## config.mk

```make
export PLATFORM = sky130hd
export DESIGN_NAME = cpu_top
export DESIGN_NICKNAME = d
export VERILOG_FILES = /design/src/cpu_pkg.sv /design/src/alu.sv /design/src/control_rom.sv /design/src/cpu_top.sv /design/src/datapath.sv /design/src/microsequencer.sv /design/src/register_file.sv
export SDC_FILE = /design/constraint.sdc
export NUM_CORES = 2
export LEC_CHECK = 0
export ABC_CLOCK_PERIOD_IN_PS = 17700
export BUFFER_PORTS_ARGS = -buffer_cell sky130_fd_sc_hd__buf_2
export CORE_MARGIN = 10
export CORE_UTILIZATION = 55
export CTS_CLUSTER_DIAMETER = 150
export DETAILED_ROUTE_END_ITERATION = 12
export PLACE_DENSITY = 0.76
export SLEW_MARGIN = 20
export SYNTH_ARGS = -nofsm -noshare
export SYNTH_HDL_FRONTEND = slang
export SYNTH_SLANG_ARGS = --single-unit
```

## constraint.sdc

```tcl
create_clock -name clk -period 17.7 [get_ports clk]
set_clock_uncertainty 0.05 [all_clocks]
set_input_delay 0.885 -clock clk [delete_from_list [all_inputs] [get_ports clk]]
set_output_delay 0.885 -clock clk [all_outputs]
set_load 0.02 [all_outputs]
```

## src/cpu_pkg.sv

```systemverilog
// shared widths, control-word layout and encodings; only word accesses exist and there are no interrupts.
package cpu_pkg;

  localparam int data_w  = 32;
  localparam int state_w = 8;

  // widths of the multi-bit control fields.
  localparam int nt_w     = 3;
  localparam int cc_w     = 3;
  localparam int const_w  = 16;
  localparam int sel_w    = 2;
  localparam int alu_op_w = 4;

  // control word layout, packed from bit 0 upward.
  localparam int f_alu_op    = 0;
  localparam int f_sel_mdr   = f_alu_op + alu_op_w;
  localparam int f_sel_dest  = f_sel_mdr + 1;
  localparam int f_sel_b     = f_sel_dest + 1;
  localparam int f_sel_a     = f_sel_b + sel_w;
  localparam int f_halt      = f_sel_a + sel_w;
  localparam int f_mem_rw    = f_halt + 1;
  localparam int f_mem_mov   = f_mem_rw + 1;
  localparam int f_ld_flags  = f_mem_mov + 1;
  localparam int f_ld_rf     = f_ld_flags + 1;
  localparam int f_ld_mdr    = f_ld_rf + 1;
  localparam int f_ld_mar    = f_ld_mdr + 1;
  localparam int f_ld_ir     = f_ld_mar + 1;
  localparam int f_const_val = f_ld_ir + 1;
  localparam int f_cond_sel  = f_const_val + const_w;
  localparam int f_inv       = f_cond_sel + cc_w;
  localparam int f_next_type = f_inv + 1;
  localparam int ctrl_w      = f_next_type + nt_w;

  localparam logic [nt_w-1:0] nt_incr     = 3'd0;
  localparam logic [nt_w-1:0] nt_jump     = 3'd1;
  localparam logic [nt_w-1:0] nt_dispatch = 3'd2;
  localparam logic [nt_w-1:0] nt_cond     = 3'd3;
  localparam logic [nt_w-1:0] nt_hold     = 3'd4;

  localparam logic [cc_w-1:0] cc_always = 3'd0;
  localparam logic [cc_w-1:0] cc_z      = 3'd1;
  localparam logic [cc_w-1:0] cc_n      = 3'd2;
  localparam logic [cc_w-1:0] cc_c      = 3'd3;
  localparam logic [cc_w-1:0] cc_v      = 3'd4;
  localparam logic [cc_w-1:0] cc_moc    = 3'd5;

  // each opcode is also the first microstate of its routine.
  localparam logic [7:0] op_add  = 8'h10;
  localparam logic [7:0] op_sub  = 8'h11;
  localparam logic [7:0] op_and  = 8'h12;
  localparam logic [7:0] op_orr  = 8'h13;
  localparam logic [7:0] op_movi = 8'h14;
  localparam logic [7:0] op_ldr  = 8'h18;
  localparam logic [7:0] op_str  = 8'h1c;
  localparam logic [7:0] op_bz   = 8'h20;
  localparam logic [7:0] op_bnz  = 8'h24;
  localparam logic [7:0] op_halt = 8'h28;

  localparam logic [state_w-1:0] st_fetch      = 8'd0;
  localparam logic [state_w-1:0] st_fetch_wait = 8'd1;
  localparam logic [state_w-1:0] st_decode     = 8'd2;
  localparam logic [state_w-1:0] st_dispatch   = 8'd3;
  localparam logic [state_w-1:0] st_branch     = 8'h22; // taken branch, shared by bz and bnz.

  localparam logic [alu_op_w-1:0] alu_pass_a = 4'd0;
  localparam logic [alu_op_w-1:0] alu_pass_b = 4'd1;
  localparam logic [alu_op_w-1:0] alu_add    = 4'd2;
  localparam logic [alu_op_w-1:0] alu_sub    = 4'd3;
  localparam logic [alu_op_w-1:0] alu_and    = 4'd4;
  localparam logic [alu_op_w-1:0] alu_orr    = 4'd5;

  localparam logic [sel_w-1:0] a_rn    = 2'd0;
  localparam logic [sel_w-1:0] a_pc    = 2'd1;
  localparam logic [sel_w-1:0] b_rm    = 2'd0;
  localparam logic [sel_w-1:0] b_imm   = 2'd1;
  localparam logic [sel_w-1:0] b_const = 2'd2;
  localparam logic [sel_w-1:0] b_mdr   = 2'd3;

  // instruction format; a branch target sits in the imm field.
  localparam int ir_op_lsb  = 24;
  localparam int ir_rd_lsb  = 20;
  localparam int ir_rn_lsb  = 16;
  localparam int ir_rm_lsb  = 12;
  localparam int ir_imm_lsb = 0;
  localparam int imm_w      = 16;

endpackage

```

## src/alu.sv

```systemverilog
// 32-bit ALU; carry on SUB is set when no borrow occurs, and logical ops clear C and V.
`timescale 1ns/10ps

module alu (
  input  logic [3:0]                 op,
  input  logic [cpu_pkg::data_w-1:0] a,
  input  logic [cpu_pkg::data_w-1:0] b,
  output logic [cpu_pkg::data_w-1:0] y,
  output logic                       z,
  output logic                       n,
  output logic                       c,
  output logic                       v
);
  import cpu_pkg::*;

  logic [data_w:0] sum;
  logic [data_w:0] diff;

  assign sum  = {1'b0, a} + {1'b0, b};
  assign diff = {1'b0, a} + {1'b0, ~b} + 1'b1;  // a - b as a + ~b + 1.

  always_comb begin
    c = 1'b0;
    v = 1'b0;
    case (op)
      alu_pass_a: y = a;
      alu_pass_b: y = b;
      alu_add: begin
        y = sum[data_w-1:0];
        c = sum[data_w];
        v = (a[data_w-1] == b[data_w-1]) && (y[data_w-1] != a[data_w-1]);
      end
      alu_sub: begin
        y = diff[data_w-1:0];
        c = diff[data_w];
        // operands of opposite sign can overflow on subtraction.
        v = (a[data_w-1] != b[data_w-1]) && (y[data_w-1] != a[data_w-1]);
      end
      alu_and: y = a & b;
      alu_orr: y = a | b;
      default: y = '0;
    endcase
  end

  assign z = (y == '0);
  assign n = y[data_w-1];

endmodule

```

## src/control_rom.sv

```systemverilog
// combinational microprogram store; any microstate not listed below returns to fetch.
`timescale 1ns/10ps

module control_rom (
  input  logic [cpu_pkg::state_w-1:0] state,
  output logic [cpu_pkg::ctrl_w-1:0]  ctrl
);
  import cpu_pkg::*;

  always_comb begin
    ctrl = '0;                                      // the default word jumps to st_fetch.
    ctrl[f_next_type +: nt_w]    = nt_jump;
    ctrl[f_const_val +: const_w] = 16'(st_fetch);
    case (state)
      st_fetch: begin                               // mar takes the pc.
        ctrl[f_next_type +: nt_w]   = nt_incr;
        ctrl[f_sel_a +: sel_w]      = a_pc;
        ctrl[f_alu_op +: alu_op_w]  = alu_pass_a;
        ctrl[f_ld_mar]              = 1'b1;
      end
      st_fetch_wait: begin
        // read the instruction word and stay here until the memory completes.
        ctrl[f_next_type +: nt_w]    = nt_cond;
        ctrl[f_cond_sel +: cc_w]     = cc_moc;
        ctrl[f_inv]                  = 1'b1;
        ctrl[f_const_val +: const_w] = 16'(st_fetch_wait);
        ctrl[f_mem_mov]              = 1'b1;
        ctrl[f_ld_mdr]               = 1'b1;
        ctrl[f_sel_mdr]              = 1'b1;
      end
      st_decode: begin                              // ir from mdr while the pc steps by four.
        ctrl[f_next_type +: nt_w]    = nt_incr;
        ctrl[f_ld_ir]                = 1'b1;
        ctrl[f_sel_a +: sel_w]       = a_pc;
        ctrl[f_sel_b +: sel_w]       = b_const;
        ctrl[f_const_val +: const_w] = 16'd4;
        ctrl[f_alu_op +: alu_op_w]   = alu_add;
        ctrl[f_ld_rf]                = 1'b1;
        ctrl[f_sel_dest]             = 1'b1;
      end
      st_dispatch: ctrl[f_next_type +: nt_w] = nt_dispatch;
      op_add, op_sub, op_and, op_orr: begin         // rd = rn op rm, flags updated.
        ctrl[f_sel_a +: sel_w] = a_rn;
        ctrl[f_sel_b +: sel_w] = b_rm;
        ctrl[f_ld_rf]          = 1'b1;
        ctrl[f_ld_flags]       = 1'b1;
        case (state)
          op_add:  ctrl[f_alu_op +: alu_op_w] = alu_add;
          op_sub:  ctrl[f_alu_op +: alu_op_w] = alu_sub;
          op_and:  ctrl[f_alu_op +: alu_op_w] = alu_and;
          default: ctrl[f_alu_op +: alu_op_w] = alu_orr;
        endcase
      end
      op_movi, st_branch: begin                     // the immediate goes to rd, or to the pc.
        ctrl[f_sel_b +: sel_w]     = b_imm;
        ctrl[f_alu_op +: alu_op_w] = alu_pass_b;
        ctrl[f_ld_rf]              = 1'b1;
        ctrl[f_sel_dest]           = (state == st_branch);
      end
      op_ldr, op_str: begin                         // address is rn plus the immediate.
        ctrl[f_next_type +: nt_w]  = nt_incr;
        ctrl[f_sel_b +: sel_w]     = b_imm;
        ctrl[f_alu_op +: alu_op_w] = alu_add;
        ctrl[f_ld_mar]             = 1'b1;
        ctrl[f_ld_mdr]             = (state == op_str); // store data comes from rd.
      end
      op_ldr + 8'd1, op_str + 8'd1: begin
        ctrl[f_next_type +: nt_w]    = nt_cond;
        ctrl[f_cond_sel +: cc_w]     = cc_moc;
        ctrl[f_inv]                  = 1'b1;
        ctrl[f_const_val +: const_w] = 16'(state);
        ctrl[f_mem_mov]              = 1'b1;
        ctrl[f_mem_rw]               = (state == op_str + 8'd1);
        ctrl[f_ld_mdr]               = (state == op_ldr + 8'd1);
        ctrl[f_sel_mdr]              = 1'b1;
      end
      op_ldr + 8'd2: begin                          // rd takes the loaded word.
        ctrl[f_sel_b +: sel_w]     = b_mdr;
        ctrl[f_alu_op +: alu_op_w] = alu_pass_b;
        ctrl[f_ld_rf]              = 1'b1;
      end
      op_bz, op_bnz: begin
        ctrl[f_next_type +: nt_w]    = nt_cond;
        ctrl[f_cond_sel +: cc_w]     = cc_z;
        ctrl[f_inv]                  = (state == op_bnz);
        ctrl[f_const_val +: const_w] = 16'(st_branch);
      end
      op_halt: begin
        ctrl[f_next_type +: nt_w] = nt_hold;
        ctrl[f_halt]              = 1'b1;
      end
      default: ;
    endcase
  end

endmodule

```

## src/cpu_top.sv

```systemverilog
// microprogrammed CPU top; memory must answer each mem_mov with a single-cycle mem_moc.
`timescale 1ns/10ps

module cpu_top (
  input  logic                       clk,
  input  logic                       rst,
  output logic [cpu_pkg::data_w-1:0] mem_addr,
  output logic [cpu_pkg::data_w-1:0] mem_wdata,
  output logic                       mem_rw,
  output logic                       mem_mov,
  input  logic [cpu_pkg::data_w-1:0] mem_rdata,
  input  logic                       mem_moc,
  output logic                       halted
);
  import cpu_pkg::*;

  logic [state_w-1:0] state;
  logic [ctrl_w-1:0]  ctrl;
  logic [7:0]         ir_opcode;
  logic               z;
  logic               n;
  logic               c;
  logic               v;

  // these come straight from the control word of the current microstate.
  assign mem_mov = ctrl[f_mem_mov];
  assign mem_rw  = ctrl[f_mem_rw];   // 1 is a write.
  assign halted  = ctrl[f_halt];

  control_rom i_rom (
    .state (state),
    .ctrl  (ctrl)
  );

  microsequencer i_seq (
    .clk       (clk),
    .rst       (rst),
    .ctrl      (ctrl),
    .ir_opcode (ir_opcode),
    .z         (z),
    .n         (n),
    .c         (c),
    .v         (v),
    .mem_moc   (mem_moc),
    .state     (state)
  );

  datapath i_dp (
    .clk       (clk),
    .rst       (rst),
    .ctrl      (ctrl),
    .mem_rdata (mem_rdata),
    .mem_moc   (mem_moc),
    .mem_addr  (mem_addr),
    .mem_wdata (mem_wdata),
    .ir_opcode (ir_opcode),
    .z         (z),
    .n         (n),
    .c         (c),
    .v         (v)
  );

endmodule

```

## src/datapath.sv

```systemverilog
// MAR and MDR drive the memory ports directly; IR, MAR and MDR are not cleared by reset.
`timescale 1ns/10ps

module datapath (
  input  logic                       clk,
  input  logic                       rst,
  input  logic [cpu_pkg::ctrl_w-1:0] ctrl,
  input  logic [cpu_pkg::data_w-1:0] mem_rdata,
  input  logic                       mem_moc,
  output logic [cpu_pkg::data_w-1:0] mem_addr,
  output logic [cpu_pkg::data_w-1:0] mem_wdata,
  output logic [7:0]                 ir_opcode,
  output logic                       z,
  output logic                       n,
  output logic                       c,
  output logic                       v
);
  import cpu_pkg::*;

  logic [data_w-1:0] ir;
  logic [data_w-1:0] mar;
  logic [data_w-1:0] mdr;
  logic [data_w-1:0] a_bus;
  logic [data_w-1:0] b_bus;
  logic [data_w-1:0] alu_y;
  logic [data_w-1:0] ra_data;
  logic [data_w-1:0] rb_data;
  logic [data_w-1:0] pc;
  logic [3:0]        rd;
  logic [3:0]        rn;
  logic [3:0]        rm;
  logic [3:0]        rb_addr;
  logic [3:0]        w_addr;
  logic [imm_w-1:0]  imm;
  logic [sel_w-1:0]  sel_b;
  logic              mdr_en;
  logic              alu_z;
  logic              alu_n;
  logic              alu_c;
  logic              alu_v;

  assign ir_opcode = ir[ir_op_lsb +: 8];
  assign rd        = ir[ir_rd_lsb +: 4];
  assign rn        = ir[ir_rn_lsb +: 4];
  assign rm        = ir[ir_rm_lsb +: 4];
  assign imm       = ir[ir_imm_lsb +: imm_w];
  assign sel_b     = ctrl[f_sel_b +: sel_w];

  // port b reads rm for register ops and rd otherwise, which feeds the store data.
  assign rb_addr = (sel_b == b_rm) ? rm : rd;
  assign w_addr  = ctrl[f_sel_dest] ? 4'd15 : rd;

  assign a_bus = (ctrl[f_sel_a +: sel_w] == a_pc) ? pc : ra_data;

  always_comb begin
    case (sel_b)
      b_rm:    b_bus = rb_data;
      b_imm:   b_bus = {{(data_w - imm_w){1'b0}}, imm};   // zero-extended.
      b_const: b_bus = {{(data_w - const_w){1'b0}}, ctrl[f_const_val +: const_w]};
      default: b_bus = mdr;
    endcase
  end

  // in memory mode the MDR only takes the read data in the completion cycle.
  assign mdr_en = ctrl[f_ld_mdr] && (!ctrl[f_sel_mdr] || mem_moc);

  always_ff @(posedge clk) begin
    if (ctrl[f_ld_ir]) ir <= mdr;
    if (ctrl[f_ld_mar]) mar <= alu_y;
    if (mdr_en) mdr <= ctrl[f_sel_mdr] ? mem_rdata : rb_data;
  end

  always_ff @(posedge clk) begin
    if (rst) begin
      {z, n, c, v} <= 4'b0000;
    end else if (ctrl[f_ld_flags]) begin
      {z, n, c, v} <= {alu_z, alu_n, alu_c, alu_v};
    end
  end

  assign mem_addr  = mar;
  assign mem_wdata = mdr;

  register_file i_rf (
    .clk     (clk),
    .rst     (rst),
    .ra_addr (rn),
    .rb_addr (rb_addr),
    .w_addr  (w_addr),
    .w_en    (ctrl[f_ld_rf]),
    .w_data  (alu_y),
    .ra_data (ra_data),
    .rb_data (rb_data),
    .pc      (pc)
  );

  alu i_alu (
    .op (ctrl[f_alu_op +: alu_op_w]),
    .a  (a_bus),
    .b  (b_bus),
    .y  (alu_y),
    .z  (alu_z),
    .n  (alu_n),
    .c  (alu_c),
    .v  (alu_v)
  );

endmodule

```

## src/microsequencer.sv

```systemverilog
// one microstate per clock; the condition mux only matters for nt_cond words.
`timescale 1ns/10ps

module microsequencer (
  input  logic                        clk,
  input  logic                        rst,
  input  logic [cpu_pkg::ctrl_w-1:0]  ctrl,
  input  logic [7:0]                  ir_opcode,
  input  logic                        z,
  input  logic                        n,
  input  logic                        c,
  input  logic                        v,
  input  logic                        mem_moc,
  output logic [cpu_pkg::state_w-1:0] state
);
  import cpu_pkg::*;

  logic [nt_w-1:0]    next_type;
  logic [cc_w-1:0]    cond_sel;
  logic [state_w-1:0] target;
  logic [state_w-1:0] state_inc;
  logic [state_w-1:0] state_nxt;
  logic               cond_raw;
  logic               cond;

  assign next_type = ctrl[f_next_type +: nt_w];
  assign cond_sel  = ctrl[f_cond_sel +: cc_w];
  assign target    = ctrl[f_const_val +: state_w]; // jump targets live in the low byte.
  assign state_inc = state + 8'd1;

  always_comb begin
    case (cond_sel)
      cc_always: cond_raw = 1'b1;
      cc_z:      cond_raw = z;
      cc_n:      cond_raw = n;
      cc_c:      cond_raw = c;
      cc_v:      cond_raw = v;
      cc_moc:    cond_raw = mem_moc;
      default:   cond_raw = 1'b0;
    endcase
  end

  assign cond = cond_raw ^ ctrl[f_inv];

  always_comb begin
    case (next_type)
      nt_incr:     state_nxt = state_inc;
      nt_jump:     state_nxt = target;
      nt_dispatch: state_nxt = ir_opcode;             // opcodes are routine addresses.
      nt_cond:     state_nxt = cond ? target : state_inc;
      nt_hold:     state_nxt = state;
      default:     state_nxt = st_fetch;
    endcase
  end

  always_ff @(posedge clk) begin
    if (rst) begin
      state <= st_fetch;
    end else begin
      state <= state_nxt;
    end
  end

endmodule

```

## src/register_file.sv

```systemverilog
// sixteen registers, R15 is the program counter; a read in the write cycle sees the old value.
`timescale 1ns/10ps

module register_file (
  input  logic                       clk,
  input  logic                       rst,
  input  logic [3:0]                 ra_addr,
  input  logic [3:0]                 rb_addr,
  input  logic [3:0]                 w_addr,
  input  logic                       w_en,
  input  logic [cpu_pkg::data_w-1:0] w_data,
  output logic [cpu_pkg::data_w-1:0] ra_data,
  output logic [cpu_pkg::data_w-1:0] rb_data,
  output logic [cpu_pkg::data_w-1:0] pc
);
  import cpu_pkg::*;

  logic [data_w-1:0] regs [16];

  // every register restarts at zero, so the first fetch is from address 0.
  always_ff @(posedge clk) begin
    if (rst) begin
      for (int i = 0; i < 16; i++) begin
        regs[i] <= '0;
      end
    end else if (w_en) begin
      regs[w_addr] <= w_data;
    end
  end

  assign ra_data = regs[ra_addr];
  assign rb_data = regs[rb_addr];
  assign pc      = regs[15];

endmodule

```

Yosys cells after proc, flatten, opt, wreduce, memory -nomap -nowiden
Memories as Yosys holds them, arrays and structs flattened. A register that Yosys moved wholly into a read port is not among the register bits. Cells that the tools add are included. Widths: inputs -> output; s select.

Flip-flop bits (word level): 108. Latch bits: 0. Word-level logic and storage cells: 117. Memories kept: 1. Bits in writable memories: 512. Output and inout port bits: 67. Bits in read-only memories: 0.

Memory list: i_dp.i_rf.regs (words 16, width 32, read ports 3, clocked after Yosys merged registers in 1, write ports 16, RTL line register_file.sv:18) `logic [data_w-1:0] regs [16];`.

Divide/modulo/power cells: 0. Bitwise operators: 4. Magnitude comparators: 0. Add/sub/neg operators: 4. $mul: 0. Muxes and demuxes: 36. Reduce and logical (&&, ||, !) cells: 26. Equal/unequal tests: 38. Shift operators: 0.

Operators with widths (number): $pmux 32 s6 (1); $mux 32 (3); $pmux 32 s3 (1); $eq 8x5->1 const B (10); $add 32x32->33 (2); $pmux 8 s5 (1); $add 33x1->33 const B (1); $and 32x32->32 (1); $eq 8x6->1 const B (4); $logic_not 32->1 (1); $not 32->32 (1); $or 32x32->32 (1); $pmux 8 s4 (1); $reduce_or 32->1 (1); $eq 8x2->1 const B (2); $mux 4 (4); $mux 1 (14); $eq 3x2->1 const B (4); $pmux 3 s4 (1); $pmux 4 s3 (1); $reduce_or 3->1 (4); $reduce_or 4->1 (3); $reduce_or 2->1 (5); $eq 3x3->1 const B (3); other kinds (28) (38).

Logic depth before layout (Yosys ltp)
An unclocked memory read counts as a cell.

Word-level depth: 13. Mapped depth: 39.

Hierarchy
Synthesis repeated with hierarchy kept, for this count alone.

Cells, all modules: 2975. Area total of the unflattened synthesis: 38154.1 um^2.

By module, submodules not included: register_file (cells an instance 1687, area each 26545.5 um^2, sequential area each 15374.7 um^2, instances 1); alu (cells an instance 850, area each 5674.2 um^2, sequential area each 0.0 um^2, instances 1); datapath (cells an instance 242, area each 4538.1 um^2, sequential area each 2962.8 um^2, instances 1); microsequencer (cells an instance 119, area each 888.4 um^2, sequential area each 160.2 um^2, instances 1); control_rom (cells an instance 77, area each 508.0 um^2, sequential area each 0.0 um^2, instances 1).

Worst setup path before layout
Ideal clock, no wire load.

Path kind: register to register. Start: register i_seq.state[0] (netlist bit). End: register i_dp.z. Stages on the path, launching flop included: 36. Path slack: 10.296 ns. Period minus slack after synthesis: 7.404 ns. Library setup time: 0.096 ns. Arrival time: 7.259 ns. Cells stage by stage: dfxtp_1 > inv_1 > ha_1 > nor2b_1 > and3_1 > buf_2 > buf_2 > nor3_1 > nor2_1 > buf_2 > buf_2 > buf_2 > buf_2 > buf_1 > clkbuf_1 > nand2_1 > a311oi_1 > o31ai_1 > o21a_1 > ha_1 > clkbuf_1 > or3b_1 > and4b_1 > or3_1 > o21ai_1 > nand4_1 > a21oi_1 > nor3_1 > xor2_1 > a2111oi_4 > inv_1 > a2111oi_2 > nand4_1 > nor4_1 > nand4_1 > o41ai_2.

Word-level cells in the longest chain between the ends: 12. Elaborated cells between the ends (all ways): 51. Classes of those cells: 3 x add/sub; 23 x eq/ne; 10 x mux; 3 x bitwise; 11 x reduce/logical; 1 x memory.

Ends and longest elaborated chain: start, declared (RTL line microsequencer.sv:14) `output logic [cpu_pkg::state_w-1:0] state`; start signal, assigned (RTL line microsequencer.sv:58) `state <= st_fetch;`; start signal, assigned (RTL line microsequencer.sv:60) `state <= state_nxt;`; $eq 8x5->1 / $eq 8x6->1 (equally long branches) (RTL line control_rom.sv:14) `case (state)`; $reduce_or 4->1 (no source line); $pmux 2 s3 (RTL line control_rom.sv:14); $logic_not 2->1 (RTL line datapath.sv:50, datapath.sv:56); $mux 4 (RTL line datapath.sv:50) `assign rb_addr = (sel_b == b_rm) ? rm : rd;`; $mem_v2 16x32; $pmux 32 s3 (RTL line datapath.sv:56) `case (sel_b)`; $not 32->32 (RTL line alu.sv:20) `assign diff = {1'b0, a} + {1'b0, ~b} + 1'b1;`; $add 32x32->33 (RTL line alu.sv:20); $add 33x1->33 (RTL line alu.sv:20); $pmux 32 s6 * (RTL line alu.sv:25) `case (op)`; net i_dp.alu_y[22] (RTL line datapath.sv:25) `logic [data_w-1:0] alu_y;`; $logic_not 32->1 * (RTL line alu.sv:45) `assign z = (y == '0);`; end signal, assigned (RTL line datapath.sv:77) `{z, n, c, v} <= {alu_z, alu_n, alu_c, alu_v};`; end, declared (RTL line datapath.sv:13) `output logic z,`.

Mark *: on every way through the listed nets, which the timed path passes. The rest lies on a longest branch. A chain may end at the register's enable or synchronous reset.

Final worst setup path
Same ends and word-level chain as after synthesis.

==> run metrics <==
synthesis-stage register bit count=roughly 620; Synth Flop Type=edfxtp_1; layout cell share with drive strength beyond 1=between 15 and 20%; Skew-Pair Late Insertion Delay=roughly 650 ps; Die Y=284 um; PortBufs=101; grt ovf=0; initial core utilization=around 56%; Area growth syn-to-layout=8.72%; first-pass GRT wire length=roughly 220000 um; largest net degree at the start of global routing=between 100 and 150; count leader, synth=nand2_1; crit path time final=about 11000 ps; placed insts=~4600; DR pass1 iterations=8; Final Non-Filler Cells=between 4000 and 5000; worst hold-check path type=flip-flop to flip-flop; vias in the first global route=between 30000 and 40000; Post-synth EDFFs=between 600 and 700; Worst-Margin Slew=between 1000 and 1500 ps; Crit Path Category=flip-flop to flip-flop; Clk pin slew, worst setup/hold paths=60 ps; number of stages on the worst setup path=29; Post-CTS Hold Buffers=0; GR Util All Layers=between 30% and 40%; setup_tns=0 ps; routability cong.=approximately 1.1; CTS sink count=621; Syn Nets=around 3900; CTS tree=yes; RSZ-0062 raised after global routing=no; Critical path buffers and inverters=6; max-capacitance violation count=0; YS warnings=0; post-DP HPWL=between 90000 and 100000 um; WHS Path Cells=2; # DRC=0; max_slew headroom=22.0%; worst endpoint required time=between 15000 and 20000 ps; Die Width=between 200 and 300 um; Detailed Route WL=151000 um; synth cell count leaders=nand2_1, nor2_1, edfxtp_1; R2R cell count=29; Mapped Cells=about 3800; slowest stage cell, crit path=a2111oi_4; Core ar.=a little under 0.07 sq mm; drt wl/cell=between 30 and 40 um; I/O pins=between 100 and 150; DR iter-0 viols=between 5000 and 6000; H-tree lvl count=3; delay-heaviest family, CP=compound AO/OA/AOI/OAI gates; Synth area leader=edfxtp_1; Synth top area share=between 40% and 50%; outcome=finished, final reports clean; ys async rst share=0%; CTS resizes=0; CTS max path bufs=3; Tcrit/Tclk final=59.8%; max-slew violation total from the final report=0; area of the mapped netlist=~0.038 sq mm; Crit. End Element=flip-flop; Avg Inst Size Synth=about 10 sq um; die area=approximately 0.08 sq mm; post-route ant nets=0; Seq/Total Area, Yosys=between 40% and 50%; # nets final=~3800; initial antenna violation count=8; Critical Path Fanout Max=between 60 and 70; number of CTS-inserted buffers=70; Vias/cell=slightly above 7; Hold Vio Cnt, Final=0; max incr delay on CP=between 800 and 900 ps; setup violators final=0; utilization after layout=about three fifths; r2r setup slk=~7100 ps; Post-CTS Setup Bufs=0; arrival time worst endpoint=about 11000 ps; startpoint types=flip-flop; CTS root buffer=clkbuf_16; count of cell types in the netlist=108; Area contributors post-synth=edfxtp_1, mux4_2, nand2_1; via count=between 30000 and 40000; Max Fclk=between 90 and 100 MHz; FP Rows=96
-- cell usage in the layout (no fill, tap or decap), drive strengths merged, types with 27 or more instances in the layout --
cell type / count
nand2: 626
nor2: 623
edfxtp: 608
buf: 183
nand3: 175
mux4: 168
inv: 143
o21ai: 133
a21oi: 132
ha: 98
clkbuf: 87
and3: 67
mux2i: 63
a311oi: 56
a211oi: 51
nor3: 34
nand2b: 30
clkinv: 27
-- per-layer routing --
metal,track usage (%),vias up,wire length [um]
met5,0,-,12
met4,23.5,2,11600
met3,13.5,711,25600
met2,51.9,3005,62700
met1,45.6,15823,51100
li1,-,13589,-
-- layout make-up --
| cell class | instances | area (sq um) |
|---|---|---|
| antenna | 3 | 7.51 |
| tap | 931 | 1160 |
| clock buffer | 87 | 1850 |
| timing repair buffer | 183 | 1130 |
| clock inverter | 36 | 337 |
| fill | 5605 | 27100 |
| inverter | 140 | 526 |
| multi-input combinational | 2687 | 18200 |
| sequential | 621 | 18500 |
-- registers in the layout, summed over array words and instances, names as in the netlist, named ones only --
register        flops
i_dp.i_rf.regs    512
i_dp.mem_wdata     32
i_dp.z              1
i_seq.state         8
i_dp.ir            32
i_dp.mem_addr      32
-- through the flow --
step                      setup WS (ps)  hold WS (ps)  cell area, sq um
after floorplan                   10300           366             38400
after global placement             7810           372             39500
after detailed placement           7650           381             39500
after CTS                          7570           396             41700
after global routing               6870           409             41700
final                              7110           396             41700
-- path summary, 6_finish.rpt --
| path | startpoint | to |
|---|---|---|
| worst min-delay path | i_dp.ir[17] | flip-flop |
| worst min register to register | i_dp.ir[17] | flip-flop |
| worst max register to register | i_seq.state[0] | i_dp.z |
| worst max-delay path | i_seq.state[0] | i_dp.z |
-- tightest hold or removal path: stages, from the launching register on --
cell	delay, ps
edfxtp_1	320
nand2_1	40
nand2_1	50
-- kinds of logic (layout without fill, tap and decap cells) --
group                    Yosys count  in the layout  synth area share, %
AO/OA/AOI/OAI                    641            641                 12.0
XOR/XNOR                          27             27                0.616
adder cells (fa/ha/maj)          100            100                 3.30
buffers and inverters            464            446                 5.00
flip-flops                       621            621                 48.3
multiplexers                     246            246                 12.0
other                              0              3                    0
AND/OR/NAND/NOR                 1673           1673                 18.9
Power is not shown: default switching activity piles up to over one toggle a cycle in this logic, so the estimate is an artifact.
